## config.mk

```make
export PLATFORM = sky130hd
export DESIGN_NAME = sbaskt_rom
export DESIGN_NICKNAME = d
export VERILOG_FILES = /design/src/sbaskt_map_pkg.sv /design/src/sbaskt_bus_pkg.sv /design/src/sbaskt_dwnld.sv /design/src/sbaskt_rom_slot.sv /design/src/sbaskt_rom_arb.sv /design/src/sbaskt_rom.sv
export SDC_FILE = /design/constraint.sdc
export NUM_CORES = 1
export LEC_CHECK = 0
export BUFFER_PORTS_ARGS = -buffer_cell sky130_fd_sc_hd__buf_4
export CAP_MARGIN = 5
export CORE_MARGIN = 2
export CORE_UTILIZATION = 55
export CTS_BUF_LIST = sky130_fd_sc_hd__clkbuf_16
export CTS_CLUSTER_SIZE = 24
export DETAILED_ROUTE_END_ITERATION = 7
export MAX_ROUTING_LAYER = met4
export PLACE_DENSITY_LB_ADDON = 0.2
export SLEW_MARGIN = 25
export SYNTH_ARGS = -nofsm -noshare
export SYNTH_HDL_FRONTEND = slang
export SYNTH_SLANG_ARGS = --single-unit
export TNS_END_PERCENT = 30
```

## constraint.sdc

```tcl
create_clock -name clk -period 13 [get_ports clk]
set_input_delay 0.65 -clock clk [delete_from_list [all_inputs] [get_ports clk]]
set_output_delay 0.65 -clock clk [all_outputs]
set_load 0.01 [all_outputs]
```

## src/sbaskt_map_pkg.sv

```systemverilog
// Memory map package for the ROM loader and SDRAM layout
`default_nettype none

package sbaskt_map_pkg;

    // Address widths
    localparam int SDRAM_AW = 22;   // 16-bit word addresses
    localparam int IOCTL_AW = 25;   // Download byte address

    // Region byte offsets, shared by the download stream and the SDRAM
    // Main CPU ROM sits at byte 0
    localparam logic [SDRAM_AW-1:0] SND_START = 22'h01_0000;
    localparam logic [SDRAM_AW-1:0] SCR_START = 22'h01_2000;
    localparam logic [SDRAM_AW-1:0] OBJ_START = 22'h01_A000;
    localparam logic [SDRAM_AW-1:0] PCM_START = 22'h02_A000;

    // Client address widths
    localparam int SCR_AW  = 13;    // 32-bit scroll tiles
    localparam int OBJ_AW  = 14;    // 32-bit objects
    localparam int SND_AW  = 13;    // Sound CPU bytes
    localparam int MAIN_AW = 16;    // Main CPU bytes

    localparam int N_SLOTS = 4;

endpackage

`default_nettype wire

```

## src/sbaskt_bus_pkg.sv

```systemverilog
// Bus package with the SDRAM request, read return and program write records
`default_nettype none

package sbaskt_bus_pkg;

    import sbaskt_map_pkg::*;

    // Read request from a slot or from the arbiter
    typedef struct packed {
        logic [SDRAM_AW-1:0] addr;  // Word address
    } sdram_rd_t;

    // Read return, two consecutive words
    typedef struct packed {
        logic [31:0] data;          // Word at addr in the low half
        logic        data_rdy;      // One-cycle strobe
    } sdram_ret_t;

    // Program write toward the SDRAM
    typedef struct packed {
        logic [SDRAM_AW-1:0] addr;
        logic [7:0]          data;  // Same byte on both lanes
        logic [1:0]          mask;  // Active low, bit 0 is the low byte
        logic                we;    // Held until sdram_ack
    } prog_wr_t;

    typedef logic [$clog2(N_SLOTS)-1:0] slot_id_t;

    // Client payloads
    typedef logic [7:0]  byte_t;
    typedef logic [31:0] word32_t;

endpackage

`default_nettype wire

```

## src/sbaskt_dwnld.sv

```systemverilog
// ROM downloader that packs the byte stream into masked SDRAM program writes
`default_nettype none

module sbaskt_dwnld
    import sbaskt_map_pkg::*, sbaskt_bus_pkg::*;
(
    input  wire logic                clk,
    input  wire logic                rst_n,
    input  wire logic                downloading,
    input  wire logic [IOCTL_AW-1:0] ioctl_addr,
    input  wire logic [7:0]          ioctl_dout,
    input  wire logic                ioctl_wr,
    input  wire logic                sdram_ack,
    output prog_wr_t                 prog
);

    logic [SDRAM_AW-1:0] low_addr;  // Region compare uses the low 22 bits
    logic [SDRAM_AW-1:0] pre_addr;  // Byte address without its lane bit
    logic [SDRAM_AW-1:0] map_addr;
    logic                in_scr;
    logic                in_obj;
    logic                take;

    logic [SDRAM_AW-1:0] addr_q;
    logic [7:0]          data_q;
    logic [1:0]          mask_q;
    logic                we_q;

    assign low_addr = ioctl_addr[SDRAM_AW-1:0];
    assign pre_addr = ioctl_addr[SDRAM_AW:1];
    assign in_scr   = (low_addr >= SCR_START) && (low_addr < OBJ_START);
    assign in_obj   = (low_addr >= OBJ_START) && (low_addr < PCM_START);
    assign take     = downloading && ioctl_wr;

    // Graphics ROMs are stored with their word address bits shuffled
    always_comb begin
        map_addr = pre_addr;
        if (in_scr) begin
            map_addr[0]   = ~pre_addr[3];
            map_addr[3:1] = pre_addr[2:0];
        end else if (in_obj) begin
            map_addr[0]   = ~pre_addr[3];
            map_addr[1]   = ~pre_addr[4];
            map_addr[5:2] = {pre_addr[5], pre_addr[2:0]};
        end
    end

    always_ff @(posedge clk) begin
        if (!rst_n) begin
            we_q <= 1'b0;
        end else if (take) begin
            we_q <= 1'b1;
        end else if (sdram_ack) begin
            we_q <= 1'b0;               // SDRAM took the byte
        end
    end

    always_ff @(posedge clk) begin
        if (take) begin
            addr_q <= map_addr;
            data_q <= ioctl_dout;
            mask_q <= ioctl_addr[0] ? 2'b01 : 2'b10;  // Odd byte goes high
        end
    end

    assign prog = '{addr: addr_q, data: data_q, mask: mask_q, we: we_q};

endmodule

`default_nettype wire

```

## src/sbaskt_rom_slot.sv

```systemverilog
// ROM slot with a one-word cache that requests the SDRAM on a miss
`default_nettype none

module sbaskt_rom_slot
    import sbaskt_map_pkg::*, sbaskt_bus_pkg::*;
#(
    parameter type                 slot_data_t = byte_t,
    parameter int                  AW          = 13,
    parameter logic [SDRAM_AW-1:0] OFFSET      = '0   // Byte offset of the region
) (
    input  wire logic          clk,
    input  wire logic          rst_n,
    input  wire logic          downloading,
    input  wire logic          cs,
    input  wire logic [AW-1:0] addr,
    output logic               ok,
    output slot_data_t         data,
    output logic               req,
    output sdram_rd_t          rd_addr,
    input  wire sdram_ret_t    ret
);

    localparam bit IS_BYTE = ($bits(slot_data_t) == 8);

    logic [AW-1:0] widx;        // Client address in 32-bit word units
    logic [AW-1:0] tag;
    logic [AW-1:0] req_tag;     // Word being fetched
    logic          valid;
    logic          hit;
    logic          miss;
    logic [4:0]    lane_shift;
    word32_t       cache;

    assign widx       = IS_BYTE ? (addr >> 2) : addr;
    assign hit        = valid && (tag == widx);
    assign miss       = cs && !hit && !req;
    assign ok         = cs && hit;
    assign lane_shift = IS_BYTE ? {addr[1:0], 3'b000} : 5'd0;  // Little-endian byte pick
    assign data       = slot_data_t'(cache >> lane_shift);

    // Each cached word covers two SDRAM words
    assign rd_addr.addr = (OFFSET >> 1) + SDRAM_AW'({req_tag, 1'b0});

    always_ff @(posedge clk) begin
        if (!rst_n) begin
            valid <= 1'b0;
            req   <= 1'b0;
        end else begin
            if (ret.data_rdy) begin
                req <= 1'b0;
            end else if (miss && !downloading) begin
                req <= 1'b1;
            end

            if (downloading) begin
                valid <= 1'b0;          // ROM contents may change
            end else if (ret.data_rdy) begin
                valid <= 1'b1;
            end
        end
    end

    always_ff @(posedge clk) begin
        if (miss) begin
            req_tag <= widx;
        end
        if (ret.data_rdy) begin
            cache <= ret.data;
            tag   <= req_tag;
        end
    end

endmodule

`default_nettype wire

```

## src/sbaskt_rom_arb.sv

```systemverilog
// Fixed-priority arbiter sharing the SDRAM read port among the ROM slots
`default_nettype none

module sbaskt_rom_arb
    import sbaskt_map_pkg::*, sbaskt_bus_pkg::*;
(
    input  wire logic               clk,
    input  wire logic               rst_n,
    input  wire logic               downloading,
    input  wire logic [N_SLOTS-1:0] req,
    input  wire sdram_rd_t          rd_addr [N_SLOTS],
    output logic                    sdram_req,
    output logic [SDRAM_AW-1:0]     sdram_addr,
    input  wire logic               sdram_ack,
    input  wire sdram_ret_t         sdram_ret,
    output sdram_ret_t              slot_ret [N_SLOTS]
);

    logic     busy;     // A read is in flight
    logic     grant;
    slot_id_t gnt;      // Slot that owns the current read
    slot_id_t sel;

    // Lowest index wins
    always_comb begin
        sel = '0;
        for (int i = N_SLOTS - 1; i >= 0; i--) begin
            if (req[i]) begin
                sel = slot_id_t'(i);
            end
        end
    end

    assign grant = !busy && !downloading && (|req);

    always_ff @(posedge clk) begin
        if (!rst_n) begin
            busy      <= 1'b0;
            sdram_req <= 1'b0;
            gnt       <= '0;
        end else if (grant) begin
            busy      <= 1'b1;
            sdram_req <= 1'b1;
            gnt       <= sel;
        end else if (busy) begin
            if (sdram_ack) begin
                sdram_req <= 1'b0;
            end
            if (sdram_ret.data_rdy) begin
                busy <= 1'b0;       // Free for a new grant next cycle
            end
        end
    end

    always_ff @(posedge clk) begin
        if (grant) begin
            sdram_addr <= rd_addr[sel].addr;
        end
    end

    // Data goes to everybody, the strobe only to the owner
    always_comb begin
        for (int i = 0; i < N_SLOTS; i++) begin
            slot_ret[i].data     = sdram_ret.data;
            slot_ret[i].data_rdy = sdram_ret.data_rdy && busy && (gnt == slot_id_t'(i));
        end
    end

endmodule

`default_nettype wire

```

## src/sbaskt_rom.sv

```systemverilog
// ROM subsystem top with the downloader, four client slots and the SDRAM arbiter
`default_nettype none

module sbaskt_rom
    import sbaskt_map_pkg::*, sbaskt_bus_pkg::*;
(
    input  wire logic                clk,
    input  wire logic                rst_n,
    // ROM download
    input  wire logic                downloading,
    input  wire logic [IOCTL_AW-1:0] ioctl_addr,
    input  wire logic [7:0]          ioctl_dout,
    input  wire logic                ioctl_wr,
    output prog_wr_t                 prog,
    // Scroll tiles
    input  wire logic                scr_cs,
    input  wire logic [SCR_AW-1:0]   scr_addr,
    output logic                     scr_ok,
    output word32_t                  scr_data,
    // Objects
    input  wire logic                obj_cs,
    input  wire logic [OBJ_AW-1:0]   obj_addr,
    output logic                     obj_ok,
    output word32_t                  obj_data,
    // Sound CPU
    input  wire logic                snd_cs,
    input  wire logic [SND_AW-1:0]   snd_addr,
    output logic                     snd_ok,
    output byte_t                    snd_data,
    // Main CPU
    input  wire logic                main_cs,
    input  wire logic [MAIN_AW-1:0]  main_addr,
    output logic                     main_ok,
    output byte_t                    main_data,
    // SDRAM
    output logic                     sdram_req,
    output logic [SDRAM_AW-1:0]      sdram_addr,
    input  wire logic                sdram_ack,
    input  wire sdram_ret_t          sdram_ret
);

    logic [N_SLOTS-1:0] slot_req;
    sdram_rd_t          slot_rd  [N_SLOTS];
    sdram_ret_t         slot_ret [N_SLOTS];

    sbaskt_dwnld u_dwnld (
        .clk         ( clk         ),
        .rst_n       ( rst_n       ),
        .downloading ( downloading ),
        .ioctl_addr  ( ioctl_addr  ),
        .ioctl_dout  ( ioctl_dout  ),
        .ioctl_wr    ( ioctl_wr    ),
        .sdram_ack   ( sdram_ack   ),   // Reads are idle while downloading
        .prog        ( prog        )
    );

    // Slot 0 has the highest priority
    sbaskt_rom_slot #(.slot_data_t(byte_t), .AW(MAIN_AW), .OFFSET('0)) u_main (
        .clk         ( clk          ),
        .rst_n       ( rst_n        ),
        .downloading ( downloading  ),
        .cs          ( main_cs      ),
        .addr        ( main_addr    ),
        .ok          ( main_ok      ),
        .data        ( main_data    ),
        .req         ( slot_req[0]  ),
        .rd_addr     ( slot_rd[0]   ),
        .ret         ( slot_ret[0]  )
    );

    sbaskt_rom_slot #(.slot_data_t(byte_t), .AW(SND_AW), .OFFSET(SND_START)) u_snd (
        .clk         ( clk          ),
        .rst_n       ( rst_n        ),
        .downloading ( downloading  ),
        .cs          ( snd_cs       ),
        .addr        ( snd_addr     ),
        .ok          ( snd_ok       ),
        .data        ( snd_data     ),
        .req         ( slot_req[1]  ),
        .rd_addr     ( slot_rd[1]   ),
        .ret         ( slot_ret[1]  )
    );

    sbaskt_rom_slot #(.slot_data_t(word32_t), .AW(OBJ_AW), .OFFSET(OBJ_START)) u_obj (
        .clk         ( clk          ),
        .rst_n       ( rst_n        ),
        .downloading ( downloading  ),
        .cs          ( obj_cs       ),
        .addr        ( obj_addr     ),
        .ok          ( obj_ok       ),
        .data        ( obj_data     ),
        .req         ( slot_req[2]  ),
        .rd_addr     ( slot_rd[2]   ),
        .ret         ( slot_ret[2]  )
    );

    sbaskt_rom_slot #(.slot_data_t(word32_t), .AW(SCR_AW), .OFFSET(SCR_START)) u_scr (
        .clk         ( clk          ),
        .rst_n       ( rst_n        ),
        .downloading ( downloading  ),
        .cs          ( scr_cs       ),
        .addr        ( scr_addr     ),
        .ok          ( scr_ok       ),
        .data        ( scr_data     ),
        .req         ( slot_req[3]  ),
        .rd_addr     ( slot_rd[3]   ),
        .ret         ( slot_ret[3]  )
    );

    sbaskt_rom_arb u_arb (
        .clk         ( clk          ),
        .rst_n       ( rst_n        ),
        .downloading ( downloading  ),
        .req         ( slot_req     ),
        .rd_addr     ( slot_rd      ),
        .sdram_req   ( sdram_req    ),
        .sdram_addr  ( sdram_addr   ),
        .sdram_ack   ( sdram_ack    ),
        .sdram_ret   ( sdram_ret    ),
        .slot_ret    ( slot_ret     )
    );

endmodule

`default_nettype wire

```

==> metrics.md <==
| Metric | Value |
|---|---|
| Syn avg cell area | roughly 21 um2 |
| Slowest stage delay, CP | 0.71 ns |
| WL/cell | 21.6 um |
| Min-Delay Path Depth | 1 |
| Die W | 143 um |
| Hold Slack | about 0.30 ns |
| IO Port Bufs | approximately 260 |
| Placed Area | approximately 13000 um2 |
| Max clock buf depth | 3 |
| Total GRT Usage | 23.1% |
| Fin area | 13800 um2 |
| Final net count | 930 |
| Routed vias/inst | 5.40 |
| CP max-delay cell | nor4_1 |
| Core area | 18800 um2 |
| Critical path startpoint category | flop |
| Seq/Total Area, Yosys | 81.7% |
| Fin Clk Skew | slightly above 0.006 ns |
| H-tree levels | 1 |
| Setup Viol. Count Final | 0 |
| Outcome | complete, no violations |
| TritonCTS clock tree | done |
| Rows | 50 |
| Slew headroom | a little over a third |
| Ant diodes | 0 |
| HP Start | ioctl_dout[1] |
| Resized Gates After CTS | 0 |
| Final core occ | about three quarters |
| Commonest non-fill, non-tap cell in the layout | edfxtp_1 |
| DRC | 0 |
| RePlAce Congestion | slightly above 0.8 |
| Die H | between 100 and 150 um |
| Critical path, cell by cell | xnor2_1 -> nand4_1 -> nor4_1 -> and2_1 -> buf_4 |
| F_max | 0.329 GHz |
| Area growth syn-to-layout | 30.4% |
| Most frequent cells in the layout | edfxtp_1, buf_4, xnor2_1 |
| Gr ovfl total | 0 |
| Worst path bufs/invs | 1 |
| Initial Util | a little under three fifths |
| Post-CTS setup buffer count | 0 |
| Clock slew at reported path FFs | 0.06 ns |
| Fin crit share | roughly a quarter |
| Final setup TNS | 0 ns |
| Critical path class | reg -> out |
| Post-Syn Area | between 10000 and 15000 um2 |
| TritonCTS Buffers | 27 |
| CP top delay family | simple AND/OR/NAND/NOR gates |
| Critical Path RT | approximately 12 ns |
| Tmin final | roughly 3.0 ns |
| Non-filler cells in the finished layout | 1077 |
| DPL Wire Length | around 17000 um |
| Pleak | about 5.1 nW |
| Count of final max-slew check failures | 0 |
| Die Area | roughly 20000 um2 |
| Power Density | about 150 nW/um2 |
| RR Startpoint | u_snd.tag[9] |
| Final ANT Viol Nets | 0 |
| Post-Place Cells | about 1000 |
| Synth Warn # | 0 |
| Crit path max fanout | 2 |
| Setup crit end kind | output port |
| CP Launch Point | u_scr.tag[4] |
| Worst Hold Class | in -> reg |
| Drt pass-1 iters | 4 |
| Worst slew pin tran | slightly below 1 ns |
| Arr. time, crit path | between 2 and 2.5 ns |
| Largest net degree at the start of global routing | between 40 and 50 |
| Drt initial violations | about 450 |
| Final hold violations | 0 |
| Unrepaired setup endpoints after global routing | false |
| First-pass GRT wire length | about 34000 um |
| WL final | around 23000 um |
| Worst-Skew Late Latency | roughly 0.52 ns |
| CTS hold repair buffers | 0 |
| Vias in the first global route | around 6000 |
| Max cap viols | 0 |
| I/O Pins | 271 |
| Flops & latches, synth | 293 |
| # clock sinks | a little under 300 |
| Total number of vias | between 5000 and 6000 |
| Max VDD drop | roughly 98 uV |
| Worst r2r path cells | 5 |
| Stages on the worst setup path | 5 |
| Root buffer cell | clkbuf_16 |
| Distinct cells, synth | around 40 |
| Initial antenna violation count | 0 |
| Layout cells sized above 1 | between 40% and 50% |
| Syn Inst Count | roughly 510 |
routing by layer:
metal,vias to the layer above,GRT usage [%],share of wire [%]
li1,2580,-,-
met1,2913,29.7,38
met2,278,38.4,52
met3,45,3.55,7.3
met4,0,7.66,2.7
met5,-,-,0
final timing paths:
path	to	slack, ns
max	scr_ok	9.96
min	u_dwnld.data_q[1]	0.30
max reg2reg	u_snd.req_tag[7]	10.85
min reg2reg	u_snd.tag[2]	0.45
area by class of cell:
class	count	area [um2]
clock buffer	27	676
clock inverter	23	231
fill	1119	4990
inverter	13	48.8
multi-input combinational	192	1870
sequential	293	8670
tap	260	325
timing repair buffer	269	2020
synthesized netlist by cell type:
cell / count / area share (%)
edfxtp_1: 280 / 79
xnor2_1: 52 / 4.3
mux4_2: 23 / 4.9
nor2_1: 14 / 0.50
dfxtp_1: 13 / 2.5
inv_1: 13 / 0.46
nand4_1: 12 / 0.71
nand2_1: 10 / 0.35
and2_1: 8 / 0.47
buf_4: 8 / 0.57
a21oi_1: 6 / 0.28
nor3b_1: 6 / 0.42
mux2i_1: 5 / 0.47
o21ai_0: 5 / 0.24
mux4_1: 4 / 0.99
nand2b_1: 4 / 0.24
a211oi_1: 3 / 0.21
a221o_1: 3 / 0.28
ha_1: 3 / 0.35
nand3_1: 3 / 0.14
nor2b_1: 3 / 0.18
nor3_1: 3 / 0.14
nor4_1: 3 / 0.18
o41ai_1: 3 / 0.25
buf_1: 2 / 0.071
buf_2: 2 / 0.094
a211o_1: 1 / 0.083
a2bb2oi_1: 1 / 0.083
a32oi_1: 1 / 0.083
and3_1: 1 / 0.059
and4_1: 1 / 0.083
and4bb_1: 1 / 0.12
buf_12: 1 / 0.19
conb_1: 1 / 0.035
nand3b_1: 1 / 0.071
nor2b_2: 1 / 0.083
nor3_4: 1 / 0.15
nor4_4: 1 / 0.20
o21a_4: 1 / 0.14
o21ai_1: 1 / 0.047
o311ai_0: 1 / 0.083
power breakdown:
group	internal [mW]	switching (mW)
Sequential	1.07	0.0164
Combinational	0.0743	0.0716
Clock	0.476	0.323
Total	1.62	0.411
per-stage QoR:
stage	power (mW)	setup slack (ns)
after floorplan	1.17	8.25
after global placement	1.25	10.24
after detailed placement	1.26	10.15
after CTS	2.05	9.97
after global routing	2.10	9.81
final	2.03	9.96
kinds of logic after synthesis:
logic type / synth area share [%]
simple gates: 4.09
compound gates: 1.78
other cells: 0.0354
buf+inv: 1.38
mux: 6.35
xor+xnor: 4.29
flops: 81.7
fa+ha+maj: 0.354
sequential cells by signal, summed over array words and instances (netlist names), 13 cells and up:
| name | flops |
|---|---|
| u_scr.data | 32 |
| u_dwnld.addr_q | 22 |
| u_main.req_tag | 14 |
| u_scr.req_tag | 13 |
| u_obj.req_tag | 14 |
| u_main.tag | 14 |
| u_arb.sdram_addr | 16 |
| u_snd.cache | 32 |
| u_obj.tag | 14 |
| u_scr.tag | 13 |
| u_obj.data | 32 |
| u_main.cache | 32 |
worst reg2reg max path, stage by stage (launching register included):
cell      delay (ns)
edfxtp_1        0.40
xnor2_1         0.15
nand4_1         0.12
nor3_1          0.10
nor3b_1         0.78
buf_4           0.30
Note: power is estimated with default switching activity, not from simulation.
